==> config.mk <==
export PLATFORM = sky130hd
export DESIGN_NAME = core_demux
export DESIGN_NICKNAME = d
export VERILOG_FILES = /design/src/verilog/core_demux_pkg.sv /design/src/verilog/demux_req_router.sv /design/src/verilog/periph_txn_ctrl.sv /design/src/verilog/demux_resp_mux.sv /design/src/verilog/demux_cfg_regs.sv /design/src/verilog/core_demux.sv
export VERILOG_INCLUDE_DIRS = /design/src /design/src/include
export SDC_FILE = /design/constraint.sdc
export NUM_CORES = 1
export LEC_CHECK = 0
export BUFFER_PORTS_ARGS = -buffer_cell sky130_fd_sc_hd__buf_2
export CAP_MARGIN = 15
export CORE_ASPECT_RATIO = 1.5
export CORE_MARGIN = 8
export CORE_UTILIZATION = 50
export CTS_CLUSTER_DIAMETER = 60
export DETAILED_ROUTE_END_ITERATION = 12
export PLACE_DENSITY = 0.83
export SYNTH_ARGS = -nofsm -noshare
export SYNTH_HDL_FRONTEND = slang
export SYNTH_SLANG_ARGS = --single-unit
==> constraint.sdc <==
create_clock -name clk -period 5.6 [get_ports clk]
set_input_delay 1.12 -clock clk [delete_from_list [all_inputs] [get_ports clk]]
set_output_delay 1.12 -clock clk [all_outputs]
set_load 0.05 [all_outputs]
==> src/include/core_demux_defines.svh <==
// ***************************************************************************
// Widths, memory map constants and register offsets for the core demux
// Region field of the address selects SH, PE or EXT
// ***************************************************************************

`ifndef CORE_DEMUX_DEFINES_SVH
`define CORE_DEMUX_DEFINES_SVH

// Bus widths
`define CD_ADDR_W       32
`define CD_DATA_W       32
`define CD_BE_W         4
`define CD_CID_W        6
`define CD_CNT_W        32

// Region field within the address
`define CD_REGION_MSB   31
`define CD_REGION_LSB   20

// Memory map rows
`define CD_TCDM_BASE    12'h100   // Cluster 0 base, four rows per cluster
`define CD_ALIAS_BASE   12'h000
`define CD_EXT_SEL_BIT  14        // Picks EXT inside row base+2

// Config register offsets
`define CD_WB_ADR_W     4
`define CD_REG_CTRL     4'h0
`define CD_REG_STALL_SH 4'h4
`define CD_REG_STALL_L2 4'h8

`endif

==> src/verilog/core_demux_pkg.sv <==
// ***************************************************************************
// Shared types of the core demux
// Vector typedefs, request/response and Wishbone structs, enums
// ***************************************************************************

`include "core_demux_defines.svh"

package core_demux_pkg;

  typedef logic [`CD_ADDR_W-1:0]                     addr_t;
  typedef logic [`CD_DATA_W-1:0]                     data_t;
  typedef logic [`CD_BE_W-1:0]                       be_t;
  typedef logic [`CD_CID_W-1:0]                      cluster_id_t;
  typedef logic [`CD_REGION_MSB-`CD_REGION_LSB:0]    region_t;
  typedef logic [`CD_CNT_W-1:0]                      cnt_t;
  typedef logic [`CD_WB_ADR_W-1:0]                   wb_adr_t;

  // Core load/store request, shared by all targets
  typedef struct packed {
    addr_t addr;
    logic  wen;    // 1 is a load
    data_t wdata;
    be_t   be;
  } core_req_t;

  typedef struct packed {
    data_t rdata;
    logic  err;
  } core_rsp_t;

  // Wishbone classic master to slave
  typedef struct packed {
    logic    cyc;
    logic    stb;
    logic    we;
    wb_adr_t adr;
    data_t   dat;
  } wb_req_t;

  typedef enum logic [1:0] {
    DEST_SH,
    DEST_PE,
    DEST_EXT
  } dest_e;

  typedef enum logic [1:0] {
    PE_IDLE,
    PE_PENDING,
    PE_GRANTED
  } pe_state_e;

endpackage

==> src/verilog/demux_req_router.sv <==
// ***************************************************************************
// Request router of the core demux
// Decodes the region field, drives one target request line,
// returns that target's grant and flags stall cycles
// ***************************************************************************

`timescale 1ns/100ps
`include "core_demux_defines.svh"

module demux_req_router import core_demux_pkg::*; (
  input  logic        core_req_valid_i,
  input  core_req_t   core_req_i,
  input  cluster_id_t cluster_id_i,
  input  logic        alias_en_i,
  input  logic        sh_gnt_i,
  input  logic        ext_gnt_i,
  input  logic        pe_gnt_i,
  output core_req_t   tgt_req_o,
  output logic        sh_req_o,
  output logic        ext_req_o,
  output logic        pe_req_o,
  output logic        core_gnt_o,
  output logic        stall_sh_o,
  output logic        stall_l2_o,
  output dest_e       dest_o
);

  region_t region;
  region_t base_row;
  logic    hit_sh;
  logic    hit_dem;

  assign region   = core_req_i.addr[`CD_REGION_MSB:`CD_REGION_LSB];
  assign base_row = `CD_TCDM_BASE + region_t'({cluster_id_i, 2'b00});

  // Rows base+0/base+1 are TCDM, base+2 holds the demux peripherals
  assign hit_sh  = (region == base_row) || (region == base_row + region_t'(1)) ||
                   (alias_en_i && ((region == `CD_ALIAS_BASE) ||
                                   (region == `CD_ALIAS_BASE + region_t'(1))));
  assign hit_dem = (region == base_row + region_t'(2)) ||
                   (alias_en_i && (region == `CD_ALIAS_BASE + region_t'(2)));

  always_comb begin
    if (hit_sh) begin
      dest_o = DEST_SH;
    end else if (hit_dem && core_req_i.addr[`CD_EXT_SEL_BIT]) begin
      dest_o = DEST_EXT;
    end else begin
      dest_o = DEST_PE;                    // Rest of the map
    end
  end

  assign tgt_req_o = core_req_i;
  assign sh_req_o  = core_req_valid_i && hit_sh;
  assign ext_req_o = core_req_valid_i && hit_dem && core_req_i.addr[`CD_EXT_SEL_BIT];
  assign pe_req_o  = core_req_valid_i && (dest_o == DEST_PE);

  assign core_gnt_o = (sh_req_o & sh_gnt_i) | (ext_req_o & ext_gnt_i) | (pe_req_o & pe_gnt_i);

  assign stall_sh_o = sh_req_o & ~sh_gnt_i;
  assign stall_l2_o = (pe_req_o | ext_req_o) & ~core_gnt_o;  // Waiting on the L2 side

  // TCDM rows and the EXT rows must never overlap
  always_comb begin
    assert #0 ($onehot0({sh_req_o, ext_req_o, pe_req_o}))
      else $error("More than one target request line is high");
  end

endmodule

==> src/verilog/periph_txn_ctrl.sv <==
// ***************************************************************************
// Peripheral transaction control
// Idle/pending/granted FSM toward the PE port and
// two-stage response pipeline back to the core
// ***************************************************************************

`timescale 1ns/100ps

module periph_txn_ctrl import core_demux_pkg::*; (
  input  logic      clk,
  input  logic      rst_ni,
  input  logic      pe_req_i,
  input  logic      pe_gnt_i,
  input  logic      pe_rsp_valid_i,
  input  core_rsp_t pe_rsp_i,
  output logic      pe_req_o,
  output logic      core_gnt_o,
  output logic      rsp_valid_o,
  output core_rsp_t rsp_o
);

  pe_state_e state_q;
  pe_state_e state_d;
  logic      rsp_valid_0_q;
  core_rsp_t rsp_0_q;

  always_ff @(posedge clk or negedge rst_ni) begin
    if (!rst_ni) begin
      state_q <= PE_IDLE;
    end else begin
      state_q <= state_d;
    end
  end

  always_comb begin
    state_d = state_q;
    case (state_q)
      PE_IDLE: begin
        if (pe_req_i && pe_gnt_i) begin
          state_d = PE_PENDING;
        end
      end
      PE_PENDING: begin
        if (pe_rsp_valid_i) begin
          state_d = PE_GRANTED;            // Release the core next cycle
        end
      end
      PE_GRANTED: state_d = PE_IDLE;
      default:    state_d = PE_IDLE;
    endcase
  end

  // Only one PE transaction in flight
  assign pe_req_o   = pe_req_i && (state_q == PE_IDLE);
  assign core_gnt_o = (state_q == PE_GRANTED);

  // Response valid pipeline
  always_ff @(posedge clk or negedge rst_ni) begin
    if (!rst_ni) begin
      rsp_valid_0_q <= 1'b0;
      rsp_valid_o   <= 1'b0;
    end else begin
      rsp_valid_0_q <= pe_rsp_valid_i;
      rsp_valid_o   <= rsp_valid_0_q;
    end
  end

  // Response payload follows its valid
  always_ff @(posedge clk) begin
    if (pe_rsp_valid_i) begin
      rsp_0_q <= pe_rsp_i;
    end
    if (rsp_valid_0_q) begin
      rsp_o <= rsp_0_q;
    end
  end

  // Grant comes one cycle after the PE response, data one cycle after the grant
  a_gnt_after_rsp: assert property (@(posedge clk) disable iff (!rst_ni)
    core_gnt_o |-> $past(pe_rsp_valid_i));
  a_rsp_after_gnt: assert property (@(posedge clk) disable iff (!rst_ni)
    core_gnt_o |=> rsp_valid_o);

endmodule

==> src/verilog/demux_resp_mux.sv <==
// ***************************************************************************
// Response mux of the core demux
// Registered destination and response selection toward the core
// ***************************************************************************

`timescale 1ns/100ps

module demux_resp_mux import core_demux_pkg::*; (
  input  logic      clk,
  input  logic      rst_ni,
  input  logic      core_req_valid_i,
  input  dest_e     dest_i,
  input  logic      sh_rsp_valid_i,
  input  core_rsp_t sh_rsp_i,
  input  logic      pe_rsp_valid_i,
  input  core_rsp_t pe_rsp_i,
  input  logic      ext_rsp_valid_i,
  input  core_rsp_t ext_rsp_i,
  output logic      core_rsp_valid_o,
  output core_rsp_t core_rsp_o
);

  dest_e dest_q;

  // Remember where the current request went
  always_ff @(posedge clk or negedge rst_ni) begin
    if (!rst_ni) begin
      dest_q <= DEST_SH;
    end else if (core_req_valid_i) begin
      dest_q <= dest_i;
    end
  end

  always_comb begin
    case (dest_q)
      DEST_SH: begin
        core_rsp_valid_o = sh_rsp_valid_i;
        core_rsp_o.rdata = sh_rsp_i.rdata;
        core_rsp_o.err   = 1'b0;           // TCDM never errors
      end
      DEST_PE: begin
        core_rsp_valid_o = pe_rsp_valid_i;
        core_rsp_o       = pe_rsp_i;
      end
      DEST_EXT: begin
        core_rsp_valid_o = ext_rsp_valid_i;
        core_rsp_o       = ext_rsp_i;
      end
      default: begin
        core_rsp_valid_o = 1'b0;
        core_rsp_o       = '0;
      end
    endcase
  end

endmodule

==> src/verilog/demux_cfg_regs.sv <==
// ***************************************************************************
// Configuration registers of the core demux
// Wishbone classic slave with CTRL (cluster id, alias and count
// enables) and the SH and L2 stall counters
// ***************************************************************************

`timescale 1ns/100ps
`include "core_demux_defines.svh"

module demux_cfg_regs import core_demux_pkg::*; (
  input  logic        clk,
  input  logic        rst_ni,
  input  wb_req_t     wb_i,
  input  logic        stall_sh_i,
  input  logic        stall_l2_i,
  output data_t       wb_dat_o,
  output logic        wb_ack_o,
  output cluster_id_t cluster_id_o,
  output logic        alias_en_o
);

  logic  access;
  logic  wr_en;
  logic  cnt_en_q;
  cnt_t  stall_sh_q;
  cnt_t  stall_l2_q;
  data_t rd_data;

  // New strobe, not yet acknowledged
  assign access = wb_i.cyc & wb_i.stb & ~wb_ack_o;
  assign wr_en  = access & wb_i.we;

  always_ff @(posedge clk or negedge rst_ni) begin
    if (!rst_ni) begin
      wb_ack_o <= 1'b0;
    end else begin
      wb_ack_o <= access;                  // Single-cycle ack
    end
  end

  // CTRL fields
  always_ff @(posedge clk or negedge rst_ni) begin
    if (!rst_ni) begin
      cluster_id_o <= '0;
      alias_en_o   <= 1'b1;
      cnt_en_q     <= 1'b0;
    end else if (wr_en && (wb_i.adr == `CD_REG_CTRL)) begin
      cluster_id_o <= wb_i.dat[`CD_CID_W-1:0];
      alias_en_o   <= wb_i.dat[8];
      cnt_en_q     <= wb_i.dat[9];
    end
  end

  // Stall counters wrap, any write clears
  always_ff @(posedge clk or negedge rst_ni) begin
    if (!rst_ni) begin
      stall_sh_q <= '0;
      stall_l2_q <= '0;
    end else begin
      if (wr_en && (wb_i.adr == `CD_REG_STALL_SH)) begin
        stall_sh_q <= '0;
      end else if (cnt_en_q && stall_sh_i) begin
        stall_sh_q <= stall_sh_q + cnt_t'(1);
      end
      if (wr_en && (wb_i.adr == `CD_REG_STALL_L2)) begin
        stall_l2_q <= '0;
      end else if (cnt_en_q && stall_l2_i) begin
        stall_l2_q <= stall_l2_q + cnt_t'(1);
      end
    end
  end

  always_comb begin
    case (wb_i.adr)
      `CD_REG_CTRL:     rd_data = {22'b0, cnt_en_q, alias_en_o, 2'b0, cluster_id_o};
      `CD_REG_STALL_SH: rd_data = stall_sh_q;
      `CD_REG_STALL_L2: rd_data = stall_l2_q;
      default:          rd_data = '0;
    endcase
  end

  // Read data is valid together with ack
  always_ff @(posedge clk) begin
    if (access && !wb_i.we) begin
      wb_dat_o <= rd_data;
    end
  end

  // Ack never lasts two cycles
  a_ack_single: assert property (@(posedge clk) disable iff (!rst_ni)
    wb_ack_o |=> !wb_ack_o);

endmodule

==> src/verilog/core_demux.sv <==
// ***************************************************************************
// Core data demux top level
// Router, PE transaction control, response mux and config registers
// ***************************************************************************

`timescale 1ns/100ps

module core_demux import core_demux_pkg::*; (
  input  logic      clk,
  input  logic      rst_ni,

  // Core side
  input  logic      core_req_valid_i,
  input  core_req_t core_req_i,
  output logic      core_gnt_o,
  output logic      core_rsp_valid_o,
  output core_rsp_t core_rsp_o,

  // Targets
  output core_req_t tgt_req_o,
  output logic      sh_req_o,
  input  logic      sh_gnt_i,
  input  logic      sh_rsp_valid_i,
  input  core_rsp_t sh_rsp_i,
  output logic      pe_req_o,
  input  logic      pe_gnt_i,
  input  logic      pe_rsp_valid_i,
  input  core_rsp_t pe_rsp_i,
  output logic      ext_req_o,
  input  logic      ext_gnt_i,
  input  logic      ext_rsp_valid_i,
  input  core_rsp_t ext_rsp_i,

  // Config port
  input  wb_req_t   wb_i,
  output data_t     wb_dat_o,
  output logic      wb_ack_o
);

  dest_e       dest;
  logic        pe_req;          // Core wants the PE side
  logic        pe_core_gnt;
  logic        pe_rsp_valid;    // After the response pipeline
  core_rsp_t   pe_rsp;
  logic        stall_sh;
  logic        stall_l2;
  cluster_id_t cluster_id;
  logic        alias_en;

  demux_req_router u_router (
    .core_req_valid_i ( core_req_valid_i ),
    .core_req_i       ( core_req_i       ),
    .cluster_id_i     ( cluster_id       ),
    .alias_en_i       ( alias_en         ),
    .sh_gnt_i         ( sh_gnt_i         ),
    .ext_gnt_i        ( ext_gnt_i        ),
    .pe_gnt_i         ( pe_core_gnt      ),
    .tgt_req_o        ( tgt_req_o        ),
    .sh_req_o         ( sh_req_o         ),
    .ext_req_o        ( ext_req_o        ),
    .pe_req_o         ( pe_req           ),
    .core_gnt_o       ( core_gnt_o       ),
    .stall_sh_o       ( stall_sh         ),
    .stall_l2_o       ( stall_l2         ),
    .dest_o           ( dest             )
  );

  periph_txn_ctrl u_pe_ctrl (
    .clk            ( clk            ),
    .rst_ni         ( rst_ni         ),
    .pe_req_i       ( pe_req         ),
    .pe_gnt_i       ( pe_gnt_i       ),
    .pe_rsp_valid_i ( pe_rsp_valid_i ),
    .pe_rsp_i       ( pe_rsp_i       ),
    .pe_req_o       ( pe_req_o       ),
    .core_gnt_o     ( pe_core_gnt    ),
    .rsp_valid_o    ( pe_rsp_valid   ),
    .rsp_o          ( pe_rsp         )
  );

  demux_resp_mux u_resp_mux (
    .clk              ( clk              ),
    .rst_ni           ( rst_ni           ),
    .core_req_valid_i ( core_req_valid_i ),
    .dest_i           ( dest             ),
    .sh_rsp_valid_i   ( sh_rsp_valid_i   ),
    .sh_rsp_i         ( sh_rsp_i         ),
    .pe_rsp_valid_i   ( pe_rsp_valid     ),
    .pe_rsp_i         ( pe_rsp           ),
    .ext_rsp_valid_i  ( ext_rsp_valid_i  ),
    .ext_rsp_i        ( ext_rsp_i        ),
    .core_rsp_valid_o ( core_rsp_valid_o ),
    .core_rsp_o       ( core_rsp_o       )
  );

  demux_cfg_regs u_cfg_regs (
    .clk          ( clk        ),
    .rst_ni       ( rst_ni     ),
    .wb_i         ( wb_i       ),
    .stall_sh_i   ( stall_sh   ),
    .stall_l2_i   ( stall_l2   ),
    .wb_dat_o     ( wb_dat_o   ),
    .wb_ack_o     ( wb_ack_o   ),
    .cluster_id_o ( cluster_id ),
    .alias_en_o   ( alias_en   )
  );

endmodule

== Word level (Yosys, flattened, before mapping) ==
Index checks and enable logic that the tools add are counted.
Storage, ports and cells
  word-level logic and storage cells: 87
  output and inout bits: 140
  register bits after elaboration: 177
  input bits: 216
Operators by class
  equal/unequal tests: 14
  add/sub/neg operators: 5
  bitwise gates (word level): 14
  muxes and demuxes: 12
  reduce and logical (&&, ||, !) cells: 27
Operators by type and width (number)
  two-way mux 32 bit: 4
  one-hot mux 33 bit (3 select lines): 1
  one-hot mux 32 bit (3 select lines): 1
  adder 32 x 1 -> 32 bit (second input constant): 2
  == test 12 bit: 3
  logical AND 1 bit: 15
  adder 12 x 1 -> 12 bit (second input constant): 1
  adder 12 x 2 -> 12 bit (second input constant): 1
  == test 12 x 1 -> 1 bit (second input constant): 1
  == test 12 x 2 -> 1 bit (second input constant): 1
  zero test 12 bit: 1
  adder 9 x 8 -> 10 bit (first input constant): 1
  bitwise AND 1 bit: 8
  two-way mux 2 bit: 4
  == test 2 x 1 -> 1 bit (second input constant): 3
  == test 2 bit (second input constant): 2
  == test 4 x 3 -> 1 bit (second input constant): 1
  == test 4 bit (second input constant): 1
  zero test 2 bit: 2
  zero test 4 bit: 1
  logical OR 1 bit: 4
  one-hot mux 2 bit (2 select lines): 1
  nonzero test 2 bit: 2
  NOT 1 bit: 3
  6 further kinds: 8

== Logic depth before layout (Yosys ltp) ==
  depth after elaboration: 16
  mapped depth: 9
  mapped depth without buffers: 6

== Modules after synthesis ==
A second synthesis with hierarchy kept.
Second synthesis, totals
  cell total of the unflattened synthesis: 735
  area total of the unflattened synthesis: 8884.8 µm²
By module, submodules not included
  demux_cfg_regs: cells an instance 474, times used 1, area an instance 5123.7 µm²
  periph_txn_ctrl: cells an instance 76, times used 1, area an instance 2127.0 µm²
  demux_resp_mux: cells an instance 85, times used 1, area an instance 894.6 µm²
  demux_req_router: cells an instance 100, times used 1, area an instance 739.5 µm²

== Worst setup path after synthesis ==
No wires, ideal clock.
  kind: input -> output
  from: in core_req_i[60] in the netlist's numbering
  to: out pe_req_o
  buffers on the path: 0
  cell stages on the path: 5
  slack: 1035 ps
  arrival time: 3445 ps
  cells stage by stage: xnor2_1 -> and4_4 -> a21o_1 -> and2_1 -> nor4b_1
Between the ends
  word-level cells in the longest chain between the ends: 9
  elaborated cells on any way between the ends: 18
RTL lines
  start, declared: RTL line core_demux.sv:14  | input core_req_t core_req_i,
  == test 12 x 2 -> 1 bit: RTL line demux_req_router.sv:41  | (alias_en_i && (region == `CD_ALIAS_BASE + region_t'(2)));
  logical AND 1 bit: RTL line demux_req_router.sv:41
  logical OR 1 bit: RTL line demux_req_router.sv:40  | assign hit_dem = (region == base_row + region_t'(2)) ||
  logical AND 1 bit: RTL line demux_req_router.sv:46  | end else if (hit_dem && core_req_i.addr[`CD_EXT_SEL_BIT]) begin
  two-way mux 2 bit: RTL line demux_req_router.sv:46
  two-way mux 2 bit (*): RTL line demux_req_router.sv:44  | if (hit_sh) begin
  == test 2 x 1 -> 1 bit (*): RTL line demux_req_router.sv:56  | assign pe_req_o = core_req_valid_i && (dest_o == DEST_PE);
  logical AND 1 bit (*): RTL line demux_req_router.sv:56
  logical AND 1 bit (*): RTL line periph_txn_ctrl.sv:54  | assign pe_req_o = pe_req_i && (state_q == PE_IDLE);
  end, declared: RTL line core_demux.sv:25  | output logic pe_req_o,
Mark *: on every way between the ends. The rest lies on a longest branch, timed or not.

== Worst setup path after layout ==
  from: in core_req_i[62] in the netlist's numbering
  to: out sh_req_o
Between the ends
  word-level cells in the longest chain between the ends: 5
  elaborated cells on any way between the ends: 9
RTL lines
  == test 12 x 1 -> 1 bit / zero test 12 bit (equally long branches)
  logical OR 1 bit: RTL line demux_req_router.sv:38  | (alias_en_i && ((region == `CD_ALIAS_BASE) ||
  logical AND 1 bit: RTL line demux_req_router.sv:38
  logical OR 1 bit (*): RTL line demux_req_router.sv:37  | assign hit_sh = (region == base_row) || (region == base_row + region_t'(1)) ||
  logical AND 1 bit (*): RTL line demux_req_router.sv:54  | assign sh_req_o = core_req_valid_i && hit_sh;
  end, declared: RTL line core_demux.sv:21  | output logic sh_req_o,
Marks and branches as above.

==> flow_metrics.env <==
export IMPL_status="complete, no violations"
export IMPL_holdWs_ns=0.4167
export IMPL_fp_dieArea_um2=22690
export IMPL_dr_pass1_iters=5
export IMPL_start_kind="input port"
export IMPL_power_density_nw_per_um2=283.8
export IMPL_die_height_um=180.5
export IMPL_cp_startpoint="core_req_i[62]"
export IMPL_slowest_delay_ns=0.33
export IMPL_synthCells=808
export IMPL_worst_pin_slew_ns=1.167
export IMPL_rsz0062_at_grt="no"
export IMPL_grt_max_degree=80
export IMPL_clk_pin_slew_ns=0.07
export IMPL_p_sw_w=0.0007970
export IMPL_syn_num_nets=1026
export IMPL_synth_area_top_cells="edfxtp_1 33%, dfrtp_1 22%, buf_4 5.8%"
export IMPL_initial_core_util_pct=50.70
export IMPL_crit_top_cell="buf_2"
export IMPL_max_freq_mhz=246.4
export IMPL_critical_path_class="in -> out"
export IMPL_intPower_w=0.002130
export IMPL_synth_largest_area_cell="edfxtp_1"
export IMPL_synthArstFlopShare_pct=44.63
export IMPL_final_max_slew_viol_count=0
export IMPL_clock_latency_ns=0.42
export IMPL_synth_edf_count=98
export IMPL_hold_class="reg -> reg"
export IMPL_setup_tns_ns=0
export IMPL_syn_to_final_growth_pct=14.33
export IMPL_postCtsResizedCells=0
export IMPL_die_x_um=125.7
export IMPL_cts_tree="done"
export IMPL_hold_violations=0
export IMPL_synth_flop_cell="edfxtp_1"
export IMPL_setup_viol=0
export IMPL_cts_root_buffer="clkbuf_16"
export IMPL_fin_nets=1163
export IMPL_cts_setup_buffers=0
export IMPL_drive_gt1_share_pct=31.32
export IMPL_regToRegSetupSlack_ns=2.74
export IMPL_max_cap_viol_count=0
export IMPL_globalplace_congestion=0.9777
export IMPL_syn_area_um2=9021
export IMPL_htree_levels=4
export IMPL_vias=7124
export IMPL_antenna_found_initial=4
export IMPL_ys_warn_count=0
export IMPL_final_cell_mix="217 x buf_2, 98 x edfxtp_1, 91 x nand2_1"
export IMPL_grt_pass1_wl_um=43440
export IMPL_fp_row_count=60
export IMPL_dr_first_iter_drc_count=552
export IMPL_yosysSeqAreaShare_pct=54.55
export IMPL_cp_cell_sequence="buf_2, nor4_1, and4b_2, a21o_1, nand3_1, nor2_1, buf_2"
export IMPL_r2r_cells=6
export IMPL_crit_arrival_ns=2.94
export IMPL_rr_endpoint="u_cfg_regs.stall_sh_q[19]"
export IMPL_pwr_share_clk_pct=37.0
export IMPL_antenna_left=0
export IMPL_num_io_pins=356
export IMPL_final_common_cell="buf_2"
export IMPL_finalCriticalPeriod_ns=4.058
export IMPL_grt_usage_pct=25.76
export IMPL_synth_seq_cells=177
export IMPL_swShare_pct=27.22
export IMPL_core_region_area_um2=17790
export IMPL_rr_startpoint="u_cfg_regs.cluster_id_o[5]"
export IMPL_end_kind="output pin"
export IMPL_drc=0
export IMPL_leakagePower_nw=4.310
export IMPL_viasPerCell=6.053
export IMPL_fin_crit_sh_pct=72.47
export IMPL_fin_worst_skew_ns=0.008461
export IMPL_pwr_share_comb_pct=12.2
export IMPL_hpwl_um=23470
export IMPL_grt_pass1_vias=7100
export IMPL_path_max_fanout=8
export IMPL_synth_cell_type_count=69
export IMPL_clock_path_buffers=2
export IMPL_grt_overflow_total=0
export IMPL_crit_end="sh_req_o"
export IMPL_peakVddDrop_v=0.0001572
export IMPL_io_buffers=218
export IMPL_required_ns=4.48
export IMPL_cts_hold_buf=0
export IMPL_cts_sinks=177
export IMPL_wl_um=29710
export IMPL_seqPwrFrac_pct=50.8
export IMPL_wl_per_cell_um=25.24
export IMPL_syn_avg_cell_area_um2=11.16
export IMPL_cts_buffers_inserted=17
export IMPL_synth_top_area_share_pct=32.62
export IMPL_relSlewSlack_pct=22.18
export IMPL_slowest_stage="buf_2"
[cell type report]
cell class                 instances  area [um^2]
fill                            1489         7478
sequential                       177         4922
multi-input combinational        515         3373
timing repair buffer             227         1181
clock buffer                      20        446.7
tap                              217        271.5
clock inverter                    12        87.58
inverter                           7        26.28
antenna                            2        5.005
[Yosys cell counts (6+ instances only)]
library cell  number
a22o_1            24
and3_1            13
a22oi_1            8
a21oi_1           50
nand2_1           91
inv_1              7
dfrtp_1           78
buf_4             70
nor2_1            18
nand3_1           27
o31ai_1           28
mux2i_1           38
mux2_2             8
nor3_1             6
or3_1             15
and2_1             7
xnor2_1            8
or4_1             32
nand4_1           14
edfxtp_1          98
clkbuf_1          26
o211ai_1           7
o21ai_0           52
[metal layers]
| layer | wire (um) | global-route usage [%] |
|---|---|---|
| met4 | 1338 | 13.11 |
| met3 | 4880 | 17.57 |
| met1 | 9258 | 23.81 |
| met2 | 14210 | 42.10 |
| met5 | 27 | 0 |
[cells by family (layout without fill, tap and decap cells)]
group | Yosys count | count (layout) | share of synthesized area (%)
buffers and inverters | 116 | 266 | 8.322
AO/OA/AOI/OAI | 183 | 183 | 13.15
flip-flops | 177 | 177 | 54.55
multiplexers | 46 | 46 | 5.215
other | 0 | 2 | 0
XOR/XNOR | 12 | 12 | 1.165
AND/OR/NAND/NOR | 272 | 272 | 17.32
adder cells (fa/ha/maj) | 2 | 2 | 0.2773
[registers in the layout, indices dropped and copies added (netlist names), 2 cells and up]
register	count
u_resp_mux.dest_q	2
u_pe_ctrl.state_q	2
u_cfg_regs.cluster_id_o	6
u_cfg_regs.stall_l2_q	32
u_cfg_regs.stall_sh_q	32
u_pe_ctrl.rsp_0_q	33
u_pe_ctrl.rsp_o	33
u_cfg_regs.wb_dat_o	32
[worst max-delay path: cells and delay by family]
| family | cells | cell delay [ns] |
|---|---|---|
| AND/OR/NAND/NOR | 4 | 1.09 |
| buffers and inverters | 2 | 0.45 |
| AO/OA/AOI/OAI | 1 | 0.27 |
[power groups by stage]
| stage | Sequential, W | Combinational, W | Clock, W |
|---|---|---|---|
| after CTS | 0.00149 | 0.000356 | 0.00110 |
| final | 0.00149 | 0.000357 | 0.00108 |
| after global placement | 0.00151 | 0.000350 | 0 |
| after detailed placement | 0.00151 | 0.000355 | 0 |
| after global routing | 0.00149 | 0.000382 | 0.00115 |
| after floorplan | 0.00151 | 0.000322 | 0 |
[worst min-delay path by stage]
stage | startpoint | end | slack (ns) | depth (start not counted)
after floorplan | u_pe_ctrl.rsp_0_q[0] | u_pe_ctrl.rsp_o[0] | 0.40 | 0
after global placement | u_pe_ctrl.rsp_0_q[5] | u_pe_ctrl.rsp_o[5] | 0.40 | 0
after detailed placement | u_pe_ctrl.rsp_0_q[5] | u_pe_ctrl.rsp_o[5] | 0.41 | 0
after CTS | u_pe_ctrl.rsp_0_q[14] | u_pe_ctrl.rsp_o[14] | 0.41 | 0
after global routing | u_pe_ctrl.rsp_0_q[9] | u_pe_ctrl.rsp_o[9] | 0.43 | 0
final | u_pe_ctrl.rsp_0_q[14] | u_pe_ctrl.rsp_o[14] | 0.42 | 0
[stage by stage]
stage	worst slack, ns	area [um^2]	cells	power [W]	util, %
4_1_cts	1.501	10280	1174	0.002946	57.78
6_report	1.542	10310	1177	0.002927	57.97
5_1_grt	1.417	10310	1176	0.003024	57.95
3_5_place_dp	1.503	9747	1142	0.001869	54.78
3_3_place_gp	1.490	9747	1142	0.001860	54.78
2_1_floorplan	1.035	9021	808	0.001835	-
(Power assumes the default switching activity.)
